File: config.mk
export PLATFORM = sky130hd
export DESIGN_NAME = dbg_mem_top
export DESIGN_NICKNAME = d
export VERILOG_FILES = /design/src/common/dbg_mem_pkg.sv /design/src/abstract_cmd/abstract_cmd_gen.sv /design/src/hart_ctrl_fsm.sv /design/src/dbg_mem_bus.sv /design/src/dbg_mem_top.sv
export VERILOG_INCLUDE_DIRS = /design/src /design/src/common
export SDC_FILE = /design/constraint.sdc
export NUM_CORES = 1
export LEC_CHECK = 0
export BUFFER_PORTS_ARGS = -buffer_cell sky130_fd_sc_hd__buf_4
export CAP_MARGIN = 10
export CORE_AREA = 8 8 205 207
export CTS_BUF_LIST = sky130_fd_sc_hd__clkbuf_8
export DETAILED_ROUTE_END_ITERATION = 10
export DIE_AREA = 0 0 213 215
export SKIP_LAST_GASP = 1
export SYNTH_ARGS = -nofsm -noshare
export SYNTH_HDL_FRONTEND = slang
export SYNTH_SLANG_ARGS = --single-unit
File: constraint.sdc
create_clock -name clk_i -period 7.05 [get_ports clk_i]
set_input_delay 1.41 -clock clk_i [delete_from_list [all_inputs] [get_ports clk_i]]
set_output_delay 1.41 -clock clk_i [all_outputs]
set_load 0.01 [all_outputs]
File: src/common/dbg_mem_settings.svh
`ifndef DBG_MEM_SETTINGS_SVH
`define DBG_MEM_SETTINGS_SVH

// --------------------
// sizes
// --------------------
`define DBG_NR_HARTS      4
`define DBG_HARTSEL_W     2
`define DBG_DATA_COUNT    2
`define DBG_PROGBUF_SIZE  8
// only the low address bits are decoded
`define DBG_ADDR_BITS     12

// --------------------
// address map
// --------------------
// hart mailbox, written by the hart from the debug ROM
`define DBG_HALTED_ADDR     12'h100
`define DBG_GOING_ADDR      12'h104
`define DBG_RESUMING_ADDR   12'h108
`define DBG_EXCEPTION_ADDR  12'h10C
// variable jump slot
`define DBG_WHERETO_ADDR    12'h300
// data registers, program buffer right below, command table below that
`define DBG_DATA_ADDR       12'h380
`define DBG_PROGBUF_ADDR    12'h360
`define DBG_ABSCMD_ADDR     12'h338
// one flag byte per hart
`define DBG_FLAGS_ADDR      12'h400
`define DBG_FLAGS_END       12'h7FF
// ROM area, reads zero here
`define DBG_HALT_ADDR       12'h800
`define DBG_RESUME_ADDR     12'h808

`endif

File: src/common/dbg_mem_pkg.sv
`default_nettype none

package dbg_mem_pkg;

  // sequencer state for the selected hart
  typedef enum logic [1:0] {
    Idle,
    Go,
    Resume,
    CmdExecuting
  } hart_state_e;

  // abstract command type field
  typedef enum logic [7:0] {
    AccessRegister = 8'd0,
    QuickAccess    = 8'd1,
    AccessMemory   = 8'd2
  } cmdtype_e;

  // abstractcs.cmderr encoding
  typedef enum logic [2:0] {
    CmdErrNone         = 3'd0,
    CmdErrNotSupported = 3'd2,
    CmdErrException    = 3'd3,
    CmdErrHaltResume   = 3'd4
  } cmderr_e;

  // control word of the command, access register layout
  //   22..20 aarsize, 19 postincrement, 18 postexec, 17 transfer, 16 write, 15..0 regno
  typedef logic [23:0] control_t;
  typedef logic [15:0] regno_t;
  typedef logic [2:0]  aarsize_t;

  typedef logic [31:0] instr_t;

  // --------------------
  // RV32 encoders
  // --------------------
  // jal rd, imm (J-type, imm is byte offset)
  function automatic instr_t jal(input logic [4:0] rd, input logic [20:0] imm);
    return {imm[20], imm[10:1], imm[11], imm[19:12], rd, 7'h6f};
  endfunction

  // lb/lh/lw, funct3 is the access size
  function automatic instr_t load(input aarsize_t size, input logic [4:0] dest,
                                  input logic [4:0] base, input logic [11:0] offset);
    return {offset, base, size, dest, 7'h03};
  endfunction

  // sb/sh/sw, S-type immediate split around rs1
  function automatic instr_t store(input aarsize_t size, input logic [4:0] src,
                                   input logic [4:0] base, input logic [11:0] offset);
    return {offset[11:5], src, base, size, offset[4:0], 7'h23};
  endfunction

  function automatic instr_t ebreak();
    return 32'h0010_0073;
  endfunction

  // addi x0, x0, 0
  function automatic instr_t nop();
    return 32'h0000_0013;
  endfunction

  // all zeros traps as illegal
  function automatic instr_t illegal();
    return 32'h0000_0000;
  endfunction

endpackage

`default_nettype wire

File: src/abstract_cmd/abstract_cmd_gen.sv
`timescale 1ns/1ps
`default_nettype none

`include "dbg_mem_settings.svh"

module abstract_cmd_gen (
  input  wire dbg_mem_pkg::cmdtype_e      cmdtype_i,
  input  wire dbg_mem_pkg::control_t      control_i,
  output      dbg_mem_pkg::instr_t [9:0]  abscmd_o,
  output      logic                       unsupported_o
);

  // largest supported access is 32 bits
  localparam int unsigned MaxAar = 3;

  dbg_mem_pkg::aarsize_t aarsize;
  dbg_mem_pkg::regno_t   regno;
  logic                  postincrement;
  logic                  postexec;
  logic                  transfer;
  logic                  write;
  logic                  gpr_access;

  // split the access register fields
  assign aarsize       = control_i[22:20];
  assign postincrement = control_i[19];
  assign postexec      = control_i[18];
  assign transfer      = control_i[17];
  assign write         = control_i[16];
  assign regno         = control_i[15:0];

  // 0x1000..0x101f, everything else is csr, fpr or reserved
  assign gpr_access = (regno[15:14] == 2'b00) && regno[12] && !regno[5];

  always_comb begin
    unsupported_o = 1'b0;
    // default table: trap, padding, then back to the park loop
    abscmd_o[0] = dbg_mem_pkg::illegal();
    for (int i = 1; i < 8; i++) begin
      abscmd_o[i] = dbg_mem_pkg::nop();
    end
    abscmd_o[8] = dbg_mem_pkg::ebreak();
    abscmd_o[9] = '0;

    case (cmdtype_i)
      // --------------------
      // access register
      // --------------------
      dbg_mem_pkg::AccessRegister: begin
        if (!transfer) begin
          // nothing to move, may still run the program buffer
          abscmd_o[0] = dbg_mem_pkg::nop();
        end else if (32'(aarsize) < MaxAar && !postincrement && gpr_access) begin
          abscmd_o[0] = dbg_mem_pkg::nop();
          // zero page, so x0 is the base for the data window
          if (write) begin
            abscmd_o[4] = dbg_mem_pkg::load(aarsize, regno[4:0], 5'd0, `DBG_DATA_ADDR);
          end else begin
            abscmd_o[4] = dbg_mem_pkg::store(aarsize, regno[4:0], 5'd0, `DBG_DATA_ADDR);
          end
        end else begin
          // fpr, csr, reserved range, wide size or postincrement
          abscmd_o[0]   = dbg_mem_pkg::ebreak();
          unsupported_o = 1'b1;
        end

        // fall through into the program buffer instead of returning
        if (postexec && !unsupported_o) begin
          abscmd_o[8] = dbg_mem_pkg::nop();
        end
      end
      // quick access and memory access are not handled
      default: begin
        abscmd_o[0]   = dbg_mem_pkg::ebreak();
        unsupported_o = 1'b1;
      end
    endcase
  end

endmodule

`default_nettype wire

File: src/hart_ctrl_fsm.sv
`timescale 1ns/1ps
`default_nettype none

`include "dbg_mem_settings.svh"

module hart_ctrl_fsm (
  input  wire logic                      clk_i,
  input  wire logic                      rst_ni,
  input  wire logic [`DBG_HARTSEL_W-1:0] hartsel_i,
  input  wire logic [`DBG_NR_HARTS-1:0]  haltreq_i,
  input  wire logic [`DBG_NR_HARTS-1:0]  resumereq_i,
  input  wire logic                      cmd_valid_i,
  input  wire logic                      unsupported_i,
  input  wire logic [`DBG_NR_HARTS-1:0]  halted_i,
  input  wire logic [`DBG_NR_HARTS-1:0]  resuming_i,
  input  wire logic                      going_i,
  input  wire logic [`DBG_NR_HARTS-1:0]  halted_written_i,
  input  wire logic                      exception_i,
  output      logic                      go_o,
  output      logic                      resume_o,
  output      logic                      cmdbusy_o,
  output      logic                      cmderror_valid_o,
  output      dbg_mem_pkg::cmderr_e      cmderror_o
);

  dbg_mem_pkg::hart_state_e state_d, state_q;

  always_comb begin
    state_d          = state_q;
    go_o             = 1'b0;
    resume_o         = 1'b0;
    cmdbusy_o        = 1'b1;
    cmderror_valid_o = 1'b0;
    cmderror_o       = dbg_mem_pkg::CmdErrNone;

    case (state_q)
      dbg_mem_pkg::Idle: begin
        cmdbusy_o = 1'b0;
        // a command only starts on a halted hart
        if (cmd_valid_i && halted_i[hartsel_i] && !unsupported_i) begin
          state_d = dbg_mem_pkg::Go;
        end
        // resume is ignored while a halt is pending or the last ack is not cleared
        if (resumereq_i[hartsel_i] && !resuming_i[hartsel_i] &&
            !haltreq_i[hartsel_i] && halted_i[hartsel_i]) begin
          state_d = dbg_mem_pkg::Resume;
        end
      end
      dbg_mem_pkg::Go: begin
        // flag byte releases the hart into whereto
        go_o = 1'b1;
        if (going_i) begin
          state_d = dbg_mem_pkg::CmdExecuting;
        end
      end
      dbg_mem_pkg::Resume: begin
        resume_o = 1'b1;
        if (resuming_i[hartsel_i]) begin
          state_d = dbg_mem_pkg::Idle;
        end
      end
      dbg_mem_pkg::CmdExecuting: begin
        // hart re-enters the park loop when done
        if (halted_written_i[hartsel_i]) begin
          state_d = dbg_mem_pkg::Idle;
        end
      end
      default: state_d = dbg_mem_pkg::Idle;
    endcase

    // --------------------
    // command errors, lowest priority first
    // --------------------
    if (cmd_valid_i && !halted_i[hartsel_i]) begin
      cmderror_valid_o = 1'b1;
      cmderror_o       = dbg_mem_pkg::CmdErrHaltResume;
    end
    // reported once per command so cmderr can be cleared afterwards
    if (cmd_valid_i && unsupported_i) begin
      cmderror_valid_o = 1'b1;
      cmderror_o       = dbg_mem_pkg::CmdErrNotSupported;
    end
    if (exception_i) begin
      cmderror_valid_o = 1'b1;
      cmderror_o       = dbg_mem_pkg::CmdErrException;
    end
  end

  always_ff @(posedge clk_i or negedge rst_ni) begin
    if (!rst_ni) begin
      state_q <= dbg_mem_pkg::Idle;
    end else begin
      state_q <= state_d;
    end
  end

endmodule

`default_nettype wire

File: src/dbg_mem_bus.sv
`timescale 1ns/1ps
`default_nettype none

`include "dbg_mem_settings.svh"

module dbg_mem_bus (
  input  wire logic                              clk_i,
  input  wire logic                              rst_ni,
  input  wire logic                              req_i,
  input  wire logic                              we_i,
  input  wire logic [31:0]                       addr_i,
  input  wire logic [31:0]                       wdata_i,
  input  wire logic [3:0]                        be_i,
  input  wire logic [`DBG_HARTSEL_W-1:0]         hartsel_i,
  input  wire logic [`DBG_NR_HARTS-1:0]          resumereq_i,
  input  wire logic                              clear_resumeack_i,
  input  wire logic [`DBG_DATA_COUNT*32-1:0]     data_i,
  input  wire logic [`DBG_PROGBUF_SIZE*32-1:0]   progbuf_i,
  input  wire dbg_mem_pkg::cmdtype_e             cmdtype_i,
  input  wire dbg_mem_pkg::control_t             control_i,
  input  wire dbg_mem_pkg::instr_t [9:0]         abscmd_i,
  input  wire logic                              go_i,
  input  wire logic                              resume_i,
  input  wire logic                              cmdbusy_i,
  output      logic [31:0]                       rdata_o,
  output      logic [`DBG_NR_HARTS-1:0]          halted_o,
  output      logic [`DBG_NR_HARTS-1:0]          resuming_o,
  output      logic                              going_o,
  output      logic [`DBG_NR_HARTS-1:0]          halted_written_o,
  output      logic                              exception_o,
  output      logic [`DBG_DATA_COUNT*32-1:0]     data_o,
  output      logic                              data_valid_o
);

  localparam int unsigned AW = `DBG_ADDR_BITS;

  localparam logic [AW-1:0] DataEnd    = `DBG_DATA_ADDR + 4*`DBG_DATA_COUNT - 1;
  localparam logic [AW-1:0] ProgbufEnd = `DBG_DATA_ADDR - 1;
  localparam logic [AW-1:0] AbscmdEnd  = `DBG_PROGBUF_ADDR - 1;

  logic [AW-1:0]               addr;
  logic [`DBG_HARTSEL_W-1:0]   wdata_hartsel;
  logic [AW-1:0]               data_off;
  logic [AW-1:0]               progbuf_off;
  logic [AW-1:0]               abscmd_off;
  logic [AW-1:0]               flags_off;
  logic [`DBG_NR_HARTS-1:0]    halted_d, halted_q;
  logic [`DBG_NR_HARTS-1:0]    resuming_d, resuming_q;
  logic [31:0]                 rdata_d, rdata_q;
  logic                        shortcut;

  assign addr          = addr_i[AW-1:0];
  assign wdata_hartsel = wdata_i[`DBG_HARTSEL_W-1:0];

  // byte offsets into each window, word index is [..:2]
  assign data_off    = addr - `DBG_DATA_ADDR;
  assign progbuf_off = addr - `DBG_PROGBUF_ADDR;
  assign abscmd_off  = addr - `DBG_ABSCMD_ADDR;
  assign flags_off   = addr - `DBG_FLAGS_ADDR;

  // transfer-less access register with postexec goes straight to the program buffer
  assign shortcut = (cmdtype_i == dbg_mem_pkg::AccessRegister) &&
                    !control_i[17] && control_i[18];

  assign halted_o   = halted_q;
  assign resuming_o = resuming_q;
  assign rdata_o    = rdata_q;

  always_comb begin
    halted_d         = halted_q;
    resuming_d       = resuming_q;
    rdata_d          = rdata_q;
    data_o           = data_i;
    data_valid_o     = 1'b0;
    going_o          = 1'b0;
    exception_o      = 1'b0;
    halted_written_o = '0;

    // debugger acknowledges the resume
    if (clear_resumeack_i) begin
      resuming_d[hartsel_i] = 1'b0;
    end

    if (req_i && we_i) begin
      // --------------------
      // hart writes
      // --------------------
      case (addr) inside
        `DBG_HALTED_ADDR: begin
          halted_d[wdata_hartsel]         = 1'b1;
          halted_written_o[wdata_hartsel] = 1'b1;
        end
        `DBG_GOING_ADDR: going_o = 1'b1;
        `DBG_RESUMING_ADDR: begin
          // hart has left the park loop
          halted_d[wdata_hartsel]   = 1'b0;
          resuming_d[wdata_hartsel] = 1'b1;
        end
        `DBG_EXCEPTION_ADDR: exception_o = 1'b1;
        [`DBG_DATA_ADDR:DataEnd]: begin
          data_valid_o = 1'b1;
          for (int i = 0; i < 4; i++) begin
            if (be_i[i]) begin
              data_o[data_off[AW-1:2]*32 + i*8 +: 8] = wdata_i[i*8 +: 8];
            end
          end
        end
        default: ;
      endcase
    end else if (req_i) begin
      // --------------------
      // hart reads
      // --------------------
      rdata_d = '0;
      case (addr) inside
        `DBG_WHERETO_ADDR: begin
          if (resumereq_i[wdata_hartsel]) begin
            rdata_d = dbg_mem_pkg::jal(5'd0, 21'(`DBG_RESUME_ADDR - `DBG_WHERETO_ADDR));
          end
          // an active command wins over resume
          if (cmdbusy_i && shortcut) begin
            rdata_d = dbg_mem_pkg::jal(5'd0, 21'(`DBG_PROGBUF_ADDR - `DBG_WHERETO_ADDR));
          end else if (cmdbusy_i) begin
            rdata_d = dbg_mem_pkg::jal(5'd0, 21'(`DBG_ABSCMD_ADDR - `DBG_WHERETO_ADDR));
          end
        end
        [`DBG_DATA_ADDR:DataEnd]: rdata_d = data_i[data_off[AW-1:2]*32 +: 32];
        [`DBG_PROGBUF_ADDR:ProgbufEnd]: begin
          rdata_d = progbuf_i[progbuf_off[AW-1:2]*32 +: 32];
        end
        [`DBG_ABSCMD_ADDR:AbscmdEnd]: rdata_d = abscmd_i[abscmd_off[AW-1:2]];
        [`DBG_FLAGS_ADDR:`DBG_FLAGS_END]: begin
          // four harts per word, only the selected hart sees its flags
          if (flags_off[AW-1:2] == (AW-2)'(hartsel_i >> 2)) begin
            rdata_d[hartsel_i[1:0]*8 +: 8] = {6'b0, resume_i, go_i};
          end
        end
        // rom area and holes read zero
        default: ;
      endcase
    end
  end

  always_ff @(posedge clk_i or negedge rst_ni) begin
    if (!rst_ni) begin
      halted_q   <= '0;
      resuming_q <= '0;
      rdata_q    <= '0;
    end else begin
      halted_q   <= halted_d;
      resuming_q <= resuming_d;
      rdata_q    <= rdata_d;
    end
  end

endmodule

`default_nettype wire

File: src/dbg_mem_top.sv
`timescale 1ns/1ps
`default_nettype none

`include "dbg_mem_settings.svh"

module dbg_mem_top (
  input  wire logic                              clk_i,
  input  wire logic                              rst_ni,
  // debugger side
  input  wire logic [`DBG_HARTSEL_W-1:0]         hartsel_i,
  input  wire logic [`DBG_NR_HARTS-1:0]          haltreq_i,
  input  wire logic [`DBG_NR_HARTS-1:0]          resumereq_i,
  input  wire logic                              clear_resumeack_i,
  output      logic [`DBG_NR_HARTS-1:0]          debug_req_o,
  output      logic [`DBG_NR_HARTS-1:0]          halted_o,
  output      logic [`DBG_NR_HARTS-1:0]          resuming_o,
  input  wire logic                              cmd_valid_i,
  input  wire dbg_mem_pkg::cmdtype_e             cmdtype_i,
  input  wire dbg_mem_pkg::control_t             cmd_control_i,
  output      logic                              cmdbusy_o,
  output      logic                              cmderror_valid_o,
  output      dbg_mem_pkg::cmderr_e              cmderror_o,
  input  wire logic [`DBG_PROGBUF_SIZE*32-1:0]   progbuf_i,
  input  wire logic [`DBG_DATA_COUNT*32-1:0]     data_i,
  output      logic [`DBG_DATA_COUNT*32-1:0]     data_o,
  output      logic                              data_valid_o,
  // hart side memory port
  input  wire logic                              req_i,
  input  wire logic                              we_i,
  input  wire logic [31:0]                       addr_i,
  input  wire logic [31:0]                       wdata_i,
  input  wire logic [3:0]                        be_i,
  output      logic [31:0]                       rdata_o
);

  logic                       go;
  logic                       resume;
  logic                       going;
  logic                       exception;
  logic                       unsupported;
  logic [`DBG_NR_HARTS-1:0]   halted_written;
  dbg_mem_pkg::instr_t [9:0]  abscmd;

  // halt requests go straight to the harts
  assign debug_req_o = haltreq_i;

  hart_ctrl_fsm u_hart_ctrl_fsm (
    .clk_i,
    .rst_ni,
    .hartsel_i,
    .haltreq_i,
    .resumereq_i,
    .cmd_valid_i,
    .unsupported_i    (unsupported),
    .halted_i         (halted_o),
    .resuming_i       (resuming_o),
    .going_i          (going),
    .halted_written_i (halted_written),
    .exception_i      (exception),
    .go_o             (go),
    .resume_o         (resume),
    .cmdbusy_o,
    .cmderror_valid_o,
    .cmderror_o
  );

  abstract_cmd_gen u_abstract_cmd_gen (
    .cmdtype_i,
    .control_i     (cmd_control_i),
    .abscmd_o      (abscmd),
    .unsupported_o (unsupported)
  );

  dbg_mem_bus u_dbg_mem_bus (
    .clk_i,
    .rst_ni,
    .req_i,
    .we_i,
    .addr_i,
    .wdata_i,
    .be_i,
    .hartsel_i,
    .resumereq_i,
    .clear_resumeack_i,
    .data_i,
    .progbuf_i,
    .cmdtype_i,
    .control_i         (cmd_control_i),
    .abscmd_i          (abscmd),
    .go_i              (go),
    .resume_i          (resume),
    .cmdbusy_i         (cmdbusy_o),
    .rdata_o,
    .halted_o,
    .resuming_o,
    .going_o           (going),
    .halted_written_o  (halted_written),
    .exception_o       (exception),
    .data_o,
    .data_valid_o
  );

endmodule

`default_nettype wire

## After elaboration in Yosys (flattened, before gate mapping)

Index checks and enable logic that the tools add are counted.

- Eq/ne operators: 13
- Bitwise operators: 8
- Magnitude comparators: 14
- Reduce and logical (&&, ||, !) cells: 38
- Muxes and demuxes: 111
- Add/sub/neg operators: 12
- Shifts and indexed selects: 12

Operators with widths:

| operator | count |
|---|---|
| $mux 64 | 28 |
| $mux 32 | 14 |
| $bwmux 64 | 4 |
| $shift 8x34->64 const A | 4 |
| $shiftx 256x16->32 | 1 |
| $shiftx 8x34->64 | 4 |
| $bmux 32 s4 | 1 |
| $neg 32->34 | 3 |
| $shiftx 64x16->32 | 1 |
| $mux 31 | 2 |
| $eq 12x9->1 const B | 4 |
| $mux 21 | 2 |
| $mux 4 | 10 |
| $ge 12x10->1 const B | 3 |
| $le 12x10->1 const B | 3 |
| $sub 12x10->12 const B | 3 |
| $neg 15->34 | 1 |
| $neg 5->34 | 1 |
| $shift 8x34->32 const A | 1 |
| $shiftx 8x34->32 | 1 |
| $add 15x5->16 const B | 2 |
| $and 32x32->32 | 1 |
| $mux 1 | 32 |
| $mux 25 | 1 |
| 32 further kinds | 81 |

- Input bits: 436
- Bits in registers: 42
- Output and inout bits: 114

## Depth between registers and ports, before layout

Gate-level depths: netlist of run 1.

- Depth after elaboration: 35
- Depth in mapped cells: 12
- Mapped depth without buffers: 10

## By module

A second synthesis of run 1 with hierarchy kept.

- Cell total of the unflattened synthesis: 1448
- Area, all modules: 11980.2 um^2

Modules (own cells, without submodules):

| module | seq. area each (um^2) | instances | area each (um^2) | cells each |
|---|---|---|---|---|
| dbg_mem_bus | 1001.0 | 1 | 9170.0 | 1081 |
| abstract_cmd_gen | 0.0 | 1 | 2494.9 | 333 |
| hart_ctrl_fsm | 50.0 | 1 | 285.3 | 30 |
| dbg_mem_top | 0.0 | 1 | 30.0 | 4 |

## Worst setup path before layout of run 1

OpenSTA, ideal clock, no wires.

- Path kind: input port to output port
- Start: input port addr_i[3]
- End: output port data_o[56]
- Slack: 1077 ps
- Arrival: 4563 ps
- Buffers on the path: 3
- Stages on the path: 11
- Cells stage by stage: clkbuf_1 -> buf_1 -> inv_1 -> ha_1 -> clkbuf_1 -> nor3_1 -> o41ai_1 -> nor3_1 -> nand2_1 -> nor2_2 -> mux2_2

- Word-level cells in the longest chain between the ends: 35
- Elaborated cells between the ends (all ways): 55
- Classes of those cells: 8 x add/sub; 2 x order compare; 4 x eq/ne; 8 x shift; 32 x mux; 1 x reduce/logical

Ends and longest elaborated chain:

| element | RTL line | text |
|---|---|---|
| start, declared | dbg_mem_top.sv:30 | `input wire logic [31:0] addr_i,` |
| parallel branches: the longest is 33 deep, another holds $neg 32->34 | -- |  |
| $mux 64 * | dbg_mem_bus.sv:88 | `case (addr) inside` |
| $mux 64 * | dbg_mem_bus.sv:84 | `if (req_i && we_i) begin` |
| end, declared | dbg_mem_top.sv:25 | `` output logic [`DBG_DATA_COUNT*32-1:0] data_o, `` |

Mark *: on every way between the ends. The select of a mux whose other input is x is not followed.

## Worst setup path after layout of run 1

- Start: input port addr_i[10]
- End: output port data_o[52]

The elaborated chain is that of the path after synthesis.

==> results summary, run 1 <==
STA puts the critical path data required time at between 5 and 6 ns. In this run the cell area of the synthesized design comes to between 6000 and 7000 µm². The clock slew at the register clock pins of the worst setup and hold paths came out at ~0.1 ns. The count of placed standard cells in the final layout, fillers left out came out at approximately 1800. The total CTS buffers came out at 5. The most numerous cell type found on the critical path is sky130_fd_sc_hd__buf_4. The core box area is 39000 µm². The largest single stage delay on the critical path is between 0.7 and 0.8 ns.

The register area share after synthesis is 0.153. The number of setup buffers added after CTS came out at 0. Dividing the detail-routed wire length by the instance count gives 24.9 µm. The final number of max-transition violations is 0. The number of antenna diodes in the final layout is 0.

The final period demand of the worst path is ~6.1 ns. The clock sink total came out at 42. Among cell families on the critical path, the largest total delay comes from simple AND/OR/NAND/NOR gates. The die covers about 46000 µm².

The starting density of the core came out at 0.176. The area of placed instances came out at approximately 11000 µm². The design draws 0.993 mW.

On the final layout, the worst hold slack is 0.497 ns. The total routing resource utilization after global routing is 0.180. The width of the die is roughly 210 µm. Across all setup checks in the final design, the least slack found is 0.988 ns. The depth of the worst register-to-register path is 6.

The share of post-route cells with drive strength above 1 came out at 0.558. The detailed-route DRC error count is 0. The cell leakage power is 5.27 nW. The worst max-slew margin expressed relative to the limit is 0.339.

The row count came out at 73. The clock network fraction of design power came out at 0.221. The achievable clock frequency is 0.165 GHz. The distinct cell type count of the synthesized netlist came out at between 60 and 70. The maximum number of pins on one net before global-route repair is 71.

At the later pin of the worst-skew pair, clock insertion delay measures 0.34 ns. Once layout is complete, the utilization of the core stands at 0.293. The warning count from the yosys run came out at 0. The max-cap violation count is 0. The number of nets handed over by synthesis was ~1200. The worst hold path endpoint is u_dbg_mem_bus.rdata_o[10]. Traced cell by cell, the critical path runs through buf_4, or4_1, o31a_1, a2111oi_4, buf_4, nand3_1, nor2_2, mux2_2, buf_4. The buffer depth of the longest clock path came out at 2. The number of synthesized flops with an enable pin came out at 0. Setup repair after global routing left no endpoint under its margin.

After detailed routing, the number of vias per cell comes to ~4.8. The worst min-delay path category is flop to flop. The synthesized design contains 42 register bits. TritonCTS built the clock tree.

The async set or reset register ratio after synthesis came out at 1.00. The number of gates resized after cts is 0. The run finished with clean final reports. The depth of the CTS H-tree is 2. The number of search-and-repair iterations in the first detailed-routing pass is 5. For this run, the leading register cell type out of synthesis is sky130_fd_sc_hd__dfrtp_1.

In this run the clock root is driven by a sky130_fd_sc_hd__clkbuf_8. The number of vias in the routed layout is ~8400. The classification of the worst setup path is input pin to primary output.

The number of failing hold endpoints at the final stage is 0. The path length in cells of the critical path is 9. The share of power burned in registers came out at 0.248. The overflow left after global routing came out at 0. The share of total power dissipated in combinational logic is 0.531. Data on the critical path arrives at its endpoint at roughly 4.7 ns.

The cell internal power dissipation came out at between 0.6 and 0.7 mW. At the end of routability-driven placement, the weighted congestion stood at between 0.9 and 1. The category of the worst setup path capture point is a primary output. The maximum VDD drop came out at roughly 96 µV.

The total negative slack came out at 0 ns. Among all stages on the critical path, the largest delay is contributed by sky130_fd_sc_hd__or4_1. Before CTS, the worst setup slack after placement is 0.968 ns.

The critical-path maximum fanout is 9. The switching part of the total came out at 0.349. The die is 215 µm tall. The slew at the pin with the worst max-slew slack came out at 0.992 ns. The total instance count after detailed placement is ~1700.

The depth of the worst hold-timing path is 2. The layout net count came out at 1692. The area growth from synthesis to final layout came out at 66.6%. The total wirelength of the detailed-routed design came out at 43700 µm.

The clock skew came out at 0.0205 ns. The launch instance of the worst min-delay path is u_dbg_mem_bus.rdata_o[10]. The cell count after synthesis is approximately 750. The initial antenna violation count is 3. The net switching power figure is approximately 0.35 mW. STA classifies the critical path startpoint as an input pin. The number of DRC markers in iteration 0 is a little over 500. Setup violations remaining at the end of the flow were counted as 0.

In this run the count of I/O pins placed on the die edge is 550. The first global-routing pass estimated 61200 µm of wire. After routing the design area is about 11000 µm². The number of hold-repair buffers added at the cts stage is 0. The number of global-route vias before repair is between 8000 and 9000.

Together, buffers and inverters on the worst path number 3. Power spread over the standard cell area amounts to slightly below 90 nW/µm². The startpoint of the worst-slack reg-to-reg timing path is u_hart_ctrl_fsm.state_q[1].

The count of buffers added on input and output ports is 521. The endpoint of the most critical register-to-register path is u_dbg_mem_bus.rdata_o[23]. In this run the register-to-register setup slack is 5.26 ns. Of the available clock period, the critical path in the final layout requires 0.860. The detailed-placement wirelength estimate is 37900 µm.

Once detail routing completed, the nets flagged for antenna violations numbered 0. A synthesized cell averages between 9 and 10 µm².
[logic make-up (layout without fill, tap and decap cells)]
group           after synthesis  count (layout)  synth area share
compound gates              142             142             0.133
simple gates                246             246             0.186
mux                         193             193             0.416
buf+inv                      88             573            0.0524
xor+xnor                     11              11            0.0141
fa+ha+maj                    25              25            0.0456
flops                        42              42             0.153
[area by class of cell]
type	instances	area, µm²
Inverter	28	105
Multi-Input combinational cell	617	5450
Timing Repair Buffer	537	4040
Sequential cell	42	1050
Fill cell	4155	27600
Clock buffer	5	68.8
Tap cell	525	657
Clock inverter	3	48.8
[worst register-to-register path: cells and delay by family (launching register included)]
family          cells  cell delay (ns)
flops               1             0.53
compound gates      2             0.24
buf+inv             1             0.12
simple gates        3             0.84
[cell usage after synthesis (all sizes together) (8+ instances only)]
cell	n	area, µm²
a21oi	22	110
nor3	19	95.1
nand2	77	289
mux4	67	1510
nor2b	27	169
inv	28	105
mux2i	62	621
a31oi	11	68.8
dfrtp	42	1050
o21ai	56	280
nor4	8	50.1
nor2	50	195
nand2b	11	68.8
buf	24	119
ha	25	313
nand3	17	135
clkbuf	36	135
mux2	64	721
o22ai	10	62.6
[worst max path at each step]
stage,from,endpoint,slack [ns]
global route,addr_i[3],data_o[62],0.83
detailed placement,addr_i[10],data_o[52],0.97
CTS,addr_i[10],data_o[52],0.96
floorplan,addr_i[3],data_o[56],1.08
global placement,addr_i[10],data_o[52],1.01
finish,addr_i[10],data_o[52],0.99
[metal layers]
layer	vias up	track usage	wire length, µm
li1	3813	-	-
met1	4102	0.224	18000
met2	446	0.319	21700
met3	32	0.0365	3360
met4	6	0.0327	590
met5	-	0	41
[registers in the layout, indices dropped and copies added, names as in the netlist, named ones only]
signal and flops:
u_dbg_mem_bus.rdata_o 32, u_hart_ctrl_fsm.state_q 2, u_dbg_mem_bus.resuming_o 4
[placed cells by master, fill, tap and decap left out, drive strengths merged, types with 3 or more instances in the layout]
master  count
a211oi      3
a21oi      22
a221o       4
a22o        5
a31oi      11
and3        4
buf       537
clkbuf      5
dfrtp      42
ha         25
inv        29
mux2       64
mux2i      62
mux4       67
nand2      77
nand2b     11
nand3      17
nand3b      4
nand4       7
nand4b      3
nor2       50
nor2b      27
nor3       19
nor4        8
o211ai      6
o21ai      56
o221ai      4
o22ai      10
o311ai      4
o31ai       3
or3         3
or4         4
xnor2       5
xor2        6
[power groups by stage]
stage / registers, mW / clock network, mW / logic [mW]
2_1_floorplan: 0.252 / 0 / 0.215
3_3_place_gp: 0.251 / 0 / 0.527
3_5_place_dp: 0.251 / 0 / 0.532
4_1_cts: 0.246 / 0.226 / 0.534
5_1_grt: 0.247 / 0.235 / 0.566
6_report: 0.246 / 0.219 / 0.527
(Power assumes the default switching activity.)
==> run 2: changes to the inputs <==
BUFFER_PORTS_ARGS = not set   (was -buffer_cell sky130_fd_sc_hd__buf_4)
CORE_AREA = 2 2 211 213   (was 8 8 205 207)
DONT_BUFFER_PORTS = 1   (was not set)
==> results summary, run 2 (synthesis results as in run 1) <==
The number of setup buffers added after CTS is 0. The area of placed instances is ~7400 µm². The clock sink total is between 40 and 50. Setup violations remaining at the end of the flow were counted as 0. The path class of the tightest hold or removal check is flop to flop. The final cycle utilization of the critical path came out at 0.859.

The later-pin clock latency in the skew report is about 0.32 ns. The required time of the critical path is 5.64 ns. The maximum VDD drop came out at between 40 and 50 µV. The number of vias in the routed layout is 6394. In this run, post-CTS hold repair placed 0 buffers. The total CTS buffers came out at 5. For this design the ratio of total power to cell area is roughly 91 nW/µm². After global routing the overflow that remains totals 0.

The area growth from synthesis to final layout came out at 9.57%. The data arrival at the endpoint of the critical path is 4.65 ns. STA classifies the critical path endpoint as a primary output. The topmost layer with routed signal wires is met5. The initial utilization of the core area, before any placement, comes to 0.157. The worst path needs 6.06 ns of the cycle, external delays included. After detailed routing, the number of vias per cell comes to about 5. The final instance area came out at roughly 7500 µm².

In the layout the commonest cells are sky130_fd_sc_hd__nand2_1 (77), sky130_fd_sc_hd__mux4_2 (67), sky130_fd_sc_hd__mux2_2 (63), sky130_fd_sc_hd__mux2i_1 (62), sky130_fd_sc_hd__o21ai_0 (56). STA classifies the critical path startpoint as an input pin. After legalization and detailed placement, the total HPWL measured 33200 µm. The initial antenna violation count is 6. The stage delay of the slowest cell on the critical path is about 0.81 ns. In this design, the largest share of critical-path delay is due to simple AND/OR/NAND/NOR gates. The total wirelength of the detailed-routed design came out at just under 40000 µm. The buffer depth of the longest clock path came out at 2. The number of global-route vias before repair is approximately 6700. TritonCTS built the clock tree. For the final database, setup skew stands at 0.00891 ns. The congestion estimate from routability-driven global placement came to 0.958.

Before antenna repair, the detailed router went through 5 iterations. 550 I/O pins were placed. Max-cap violations in this run came to 0. The layout net count came out at between 1000 and 1500.

Summed over all cells, the static leakage comes to roughly 2.7 nW. The most common library cell in the layout ignoring fill and taps is sky130_fd_sc_hd__nand2_1. Measured along the y axis, the die boundary spans 215 µm. Counting both buffers and inverters, the worst setup path holds a total of 1. The total instance count after detailed placement came out at between 1000 and 1500. The depth of the CTS H-tree came out at 2.

The most numerous cell type found on the critical path is sky130_fd_sc_hd__nand4_1. The row count came out at 77. Setup repair after global routing left no endpoint under its margin. The detailed route wirelength on metal3 is ~3800 µm. The setup path with the least slack is of type input pin to primary output. Across every metal layer, demand over resource in global routing totals 0.162.

The count of port buffers added during placement is 0. The root buffer cell is sky130_fd_sc_hd__clkbuf_8. The count of placed standard cells in the final layout, fillers left out came out at about 1300. The width of the die is roughly 210 µm. The number of gates resized after cts is 0. Setup total negative slack on the finished layout was measured at 0 ns. The share of post-route cells with drive strength above 1 came out at 0.227. The detailed-route DRC error count came out at 0. The first global-routing pass estimated around 51000 µm of wire. The final number of max-transition violations is 0. The average detailed-routed wire length per instance is around 30 µm. The flow ran to the end, and the final reports show no timing, DRC or antenna violations. The routed design uses 18200 µm of met2 wire.

The number of routed nets with antenna violations is 0. The largest individual stage delay along the critical path comes from the cell sky130_fd_sc_hd__nand4_1. The core box area came out at ~44000 µm². The signal on the critical path passes through inv_1, ha_1, nand4_1, o31a_1, nor4b_1, nand4_1, mux2_2. The number of failing hold endpoints at the final stage was 0. The register with the most flip-flops in the layout has 32 of them.

The worst max-slew margin expressed relative to the limit came out at 0.277. The achievable clock frequency is between 0.15 and 0.2 GHz. At the pin with the least slew margin, the transition time is about 1.1 ns.

The number of DRC markers in iteration 0 came out at between 400 and 500. The length of routed wiring on met1 came out at roughly 16000 µm. The maximum number of pins on one net before global-route repair is about 110.

The clock slew at the register clock pins of the worst setup and hold paths came out at about 0.09 ns. In this run the worst path has a maximum fanout of 107. The floorplan die area is approximately 46000 µm².
[run 2: changes by cell type in the layout (fill, tap and decap cells not counted), sizes merged]
cell,delta
bufinv,-1
clkinv,+1
buf,-528
diode,+1
clkinvlp,-1
clkbuf,+1
[run 2: path summary, 6_finish.rpt]
| kind | start | endpoint | slack, ns | depth (start not counted) |
|---|---|---|---|---|
| max reg2reg | u_hart_ctrl_fsm.state_q[1] | u_dbg_mem_bus.rdata_o[23] | 5.07 | 6 |
| max in group asynchronous | rst_ni | u_dbg_mem_bus.rdata_o[15] | 6.15 | 0 |
| min | u_dbg_mem_bus.resuming_o[2] | u_dbg_mem_bus.resuming_o[2] | 0.58 | 2 |
| max | addr_i[2] | data_o[38] | 0.99 | 7 |
| min in group asynchronous | rst_ni | async pin | 0.78 | 0 |
| min reg2reg | u_dbg_mem_bus.resuming_o[2] | u_dbg_mem_bus.resuming_o[2] | 0.58 | 2 |
[run 2: layout make-up]
cell class,instances,area [µm²]
well taps,592,741
inverters,28,105
multi-input cells,617,5450
clock inverters,2,8.76
flip-flops and latches,42,1050
repair buffers,9,67.6
fillers,4912,36100
clock buffers,6,82.6
diodes,1,2.50
[run 2: layer usage]
metal | global-route usage | up-vias
li1 | - | 2751
met1 | 0.195 | 3142
met2 | 0.269 | 432
met3 | 0.0517 | 61
met4 | 0.0611 | 8
met5 | 0 | -
[run 2: report_power, final]
group / switching (mW) / internal [mW] / total (mW)
Clock: 0.0978 / 0.0779 / 0.176
Sequential: 0.00715 / 0.244 / 0.251
Combinational: 0.132 / 0.124 / 0.256
[run 2: worst min-delay path, cell delays in order, from the launching register on]
cell	delay (ns)
sky130_fd_sc_hd__dfrtp_1	0.43
sky130_fd_sc_hd__nand2_1	0.07
sky130_fd_sc_hd__o21ai_0	0.05
[run 2: metrics by stage]
| step | setup slack (ns) | util | power (mW) | hold slack (ns) |
|---|---|---|---|---|
| finish | 0.993 | 0.172 | 0.683 | 0.581 |
| global route | 0.854 | 0.172 | 0.723 | 0.604 |
| CTS | 0.931 | 0.172 | 0.700 | 0.586 |
| detailed placement | 0.946 | 0.170 | 0.517 | 0.566 |
| global placement | 1.01 | 0.170 | 0.516 | 0.556 |
| floorplan | 1.08 | - | 0.468 | 0.507 |
==> run 3: changes to the inputs <==
GPL_TIMING_DRIVEN = 0   (was not set)
clock period = 6.7 ns   (was 7.05 ns; I/O delays follow)
==> results summary, run 3 (synthesis results as in run 1) <==
The flow ran to the end, and the final reports show no timing, DRC or antenna violations. Among all stages on the critical path, the largest delay is contributed by sky130_fd_sc_hd__a2111oi_4. The width of the die is ~210 µm. Input and output buffers added on the ports amount to 0.

The required time of the critical path came out at approximately 5.4 ns. The global-route wire length before repair is ~55000 µm. The share of post-route cells with drive strength above 1 came out at 0.216. The final instance area is ~7800 µm². The clock sink total came out at 42. The worst hold path belongs to the class flop to flop.

The worst max-slew margin expressed relative to the limit came out at 0.145. The critical path goes through clkbuf_2, buf_1, inv_1, ha_1, nand3_1, a2111oi_4, nand3_1, nor2_2, mux2_2. The clock skew came out at 0.00359 ns.

The layout net count came out at 1216. The final weighted congestion in routability-driven placement is 0.970. The share of power burned in registers came out at 0.328.

At the end of the flow the core is filled with cells to 0.178. The slew at the pin with the worst max-slew slack is between 1 and 1.5 ns. The routed layout has 6864 vias. The number of flip-flops in the largest register is 32. The startpoint type of the worst setup path is an input pin. STA classifies the critical path endpoint as a primary output. The core box area came out at roughly 44000 µm². The launch instance of the worst min-delay path is u_dbg_mem_bus.rdata_o[16]. The starting density of the core is 0.157. The average detailed-routed wire length per instance is just over 30 µm. The cell leakage power came out at between 2 and 3 nW. The total wirelength of the detailed-routed design is about 42000 µm. Global routing finished with a remaining overflow of 0. The stage delay of the slowest cell on the critical path came out at 0.71 ns. The switching part of the total came out at 0.377. The total CTS buffers is 5.

The number of hold-repair buffers added at the cts stage is 0. The buffer depth of the longest clock path is 2. The setup path with the least slack is of type input pin to primary output.

The number of failing hold endpoints at the final stage came out at 0. The final number of max-transition violations came out at 0. The number of search-and-repair iterations in the first detailed-routing pass came out at 5.

The startpoint of the worst-slack reg-to-reg timing path is u_hart_ctrl_fsm.state_q[1]. The total power divided by cell area came out at between 100 and 150 nW/µm². The initial antenna violation count is 13. The clock slew at the register clock pins of the worst setup and hold paths is ~0.090 ns. The area of placed instances came out at around 7600 µm². The total negative slack came out at 0 ns. Cell internal power was estimated by the tool at about 0.5 mW. Of the total power, combinational logic draws 0.406. Setup violations remaining at the end of the flow were counted as 0. The maximum number of pins on one net before global-route repair is 43.

The library cell used most frequently in the layout, excluding fill and tap cells, is sky130_fd_sc_hd__nand2_1. Across the run, the number of max-cap violations was 0. The final cycle utilization of the critical path came out at 0.954. The total routing resource utilization after global routing is 0.175.

The worst hold path endpoint is u_dbg_mem_bus.rdata_o[16]. The most used cell along the critical path is sky130_fd_sc_hd__nand3_1. The detailed-route DRC error count is 0.

The detailed-placement wirelength estimate is ~37000 µm. The maximum VDD drop is approximately 60 µV. Based on the critical path, the design can be clocked at up to between 0.15 and 0.2 GHz. The root buffer cell chosen for the clock tree is sky130_fd_sc_hd__clkbuf_8.

Along the worst hold path, the cell count comes to 2. The detailed router finished its first iteration with between 500 and 600 violations. The critical-path maximum fanout is 10. TritonCTS built the clock tree. Setup repair after global routing left no endpoint under its margin. For this design the top-level I/O count stands at 550. The floorplan die area is 45800 µm². The power after layout came out at approximately 0.8 mW. Clock latency on the worst-skew pair, taken at its later pin, is 0.32 ns. The die span in y is approximately 220 µm.

The final period demand of the worst path is 6.39 ns. The H-tree was split into 2 levels. Counting cells, the worst reg-to-reg path comes to 7. The endpoint of the most critical register-to-register path is u_dbg_mem_bus.rdata_o[23]. The ratio of routed vias to standard cells is ~5.1. The row count came out at a little under 80. Summed over all nets, the switching power comes to roughly 0.30 mW.

The library cells used most frequently in the layout, excluding fill and tap cells, are sky130_fd_sc_hd__nand2_1 (77), sky130_fd_sc_hd__mux4_2 (67), sky130_fd_sc_hd__mux2_2 (63), sky130_fd_sc_hd__mux2i_1 (62), sky130_fd_sc_hd__o21ai_0 (56). Data arrives at the worst endpoint at between 5 and 6 ns. The number of global-route vias before repair is 7102. The worst reg-to-reg setup slack is approximately 4.5 ns. The area growth from synthesis to final layout is 13.2%.

Of the total power, the clock network draws 0.266. The number of routed nets with antenna violations came out at 0.
-- run 3: changes by cell type in the layout (fill, tap and decap cells not counted), sizes merged --
cell,change
clkbuf,+35
clkinv,+1
bufinv,+1
buf,+16
diode,+9
inv,-1
-- run 3: per-layer routing --
layer | vias up | part of all wire | track usage
li1 | 2872 | - | -
met1 | 3384 | 0.38 | 0.203
met2 | 541 | 0.49 | 0.310
met3 | 59 | 0.10 | 0.0547
met4 | 8 | 0.022 | 0.0443
met5 | - | 0.0014 | 0
-- run 3: worst max-delay path by stage --
stage          startpoint          to  slack (ns)
6_report        addr_i[3]  data_o[55]        0.31
2_1_floorplan   addr_i[3]  data_o[56]        0.87
3_5_place_dp    addr_i[3]  data_o[33]       -0.38
5_1_grt         addr_i[2]  data_o[55]        0.02
3_3_place_gp    addr_i[3]  data_o[53]       -0.84
4_1_cts         addr_i[3]  data_o[55]        0.09
-- run 3: power groups by stage --
stage               Combinational, mW  Sequential, mW  Clock, mW
floorplan                       0.226           0.265          0
global placement                0.331           0.270          0
detailed placement              0.333           0.270          0
CTS                             0.334           0.265      0.221
global route                    0.354           0.265      0.224
finish                          0.328           0.264      0.215
-- run 3: metrics by stage --
stage          hold WS (ns)  setup WS, ns  std cells
2_1_floorplan         0.507         0.867        747
3_3_place_gp          0.557        -0.840       1339
3_5_place_dp          0.564        -0.384       1340
5_1_grt               0.604        0.0208       1354
4_1_cts               0.585        0.0921       1348
6_report              0.576         0.310       1358
-- run 3: final cells by class --
class / instances / area [µm²]
flip-flops and latches: 42 / 1050
well taps: 592 / 741
repair buffers: 2 / 18.8
clock buffers: 5 / 68.8
plain buffers: 59 / 251
diodes: 10 / 25.0
multi-input cells: 617 / 5460
clock inverters: 3 / 40.0
inverters: 28 / 105
fillers: 4912 / 35900
-- run 3: repair_timing --
item	in CTS	in global routing
pin swaps	1	0
buffers inserted	1	0
resized for setup	0	3
endpoints found under the setup margin	24	27
-- run 3: critical path: cells and delay by family --
| family | cells | cell delay (ns) |
|---|---|---|
| buf+inv | 3 | 0.92 |
| simple gates | 3 | 1.31 |
| compound gates | 1 | 0.71 |
| fa+ha+maj | 1 | 0.29 |
| mux | 1 | 0.47 |
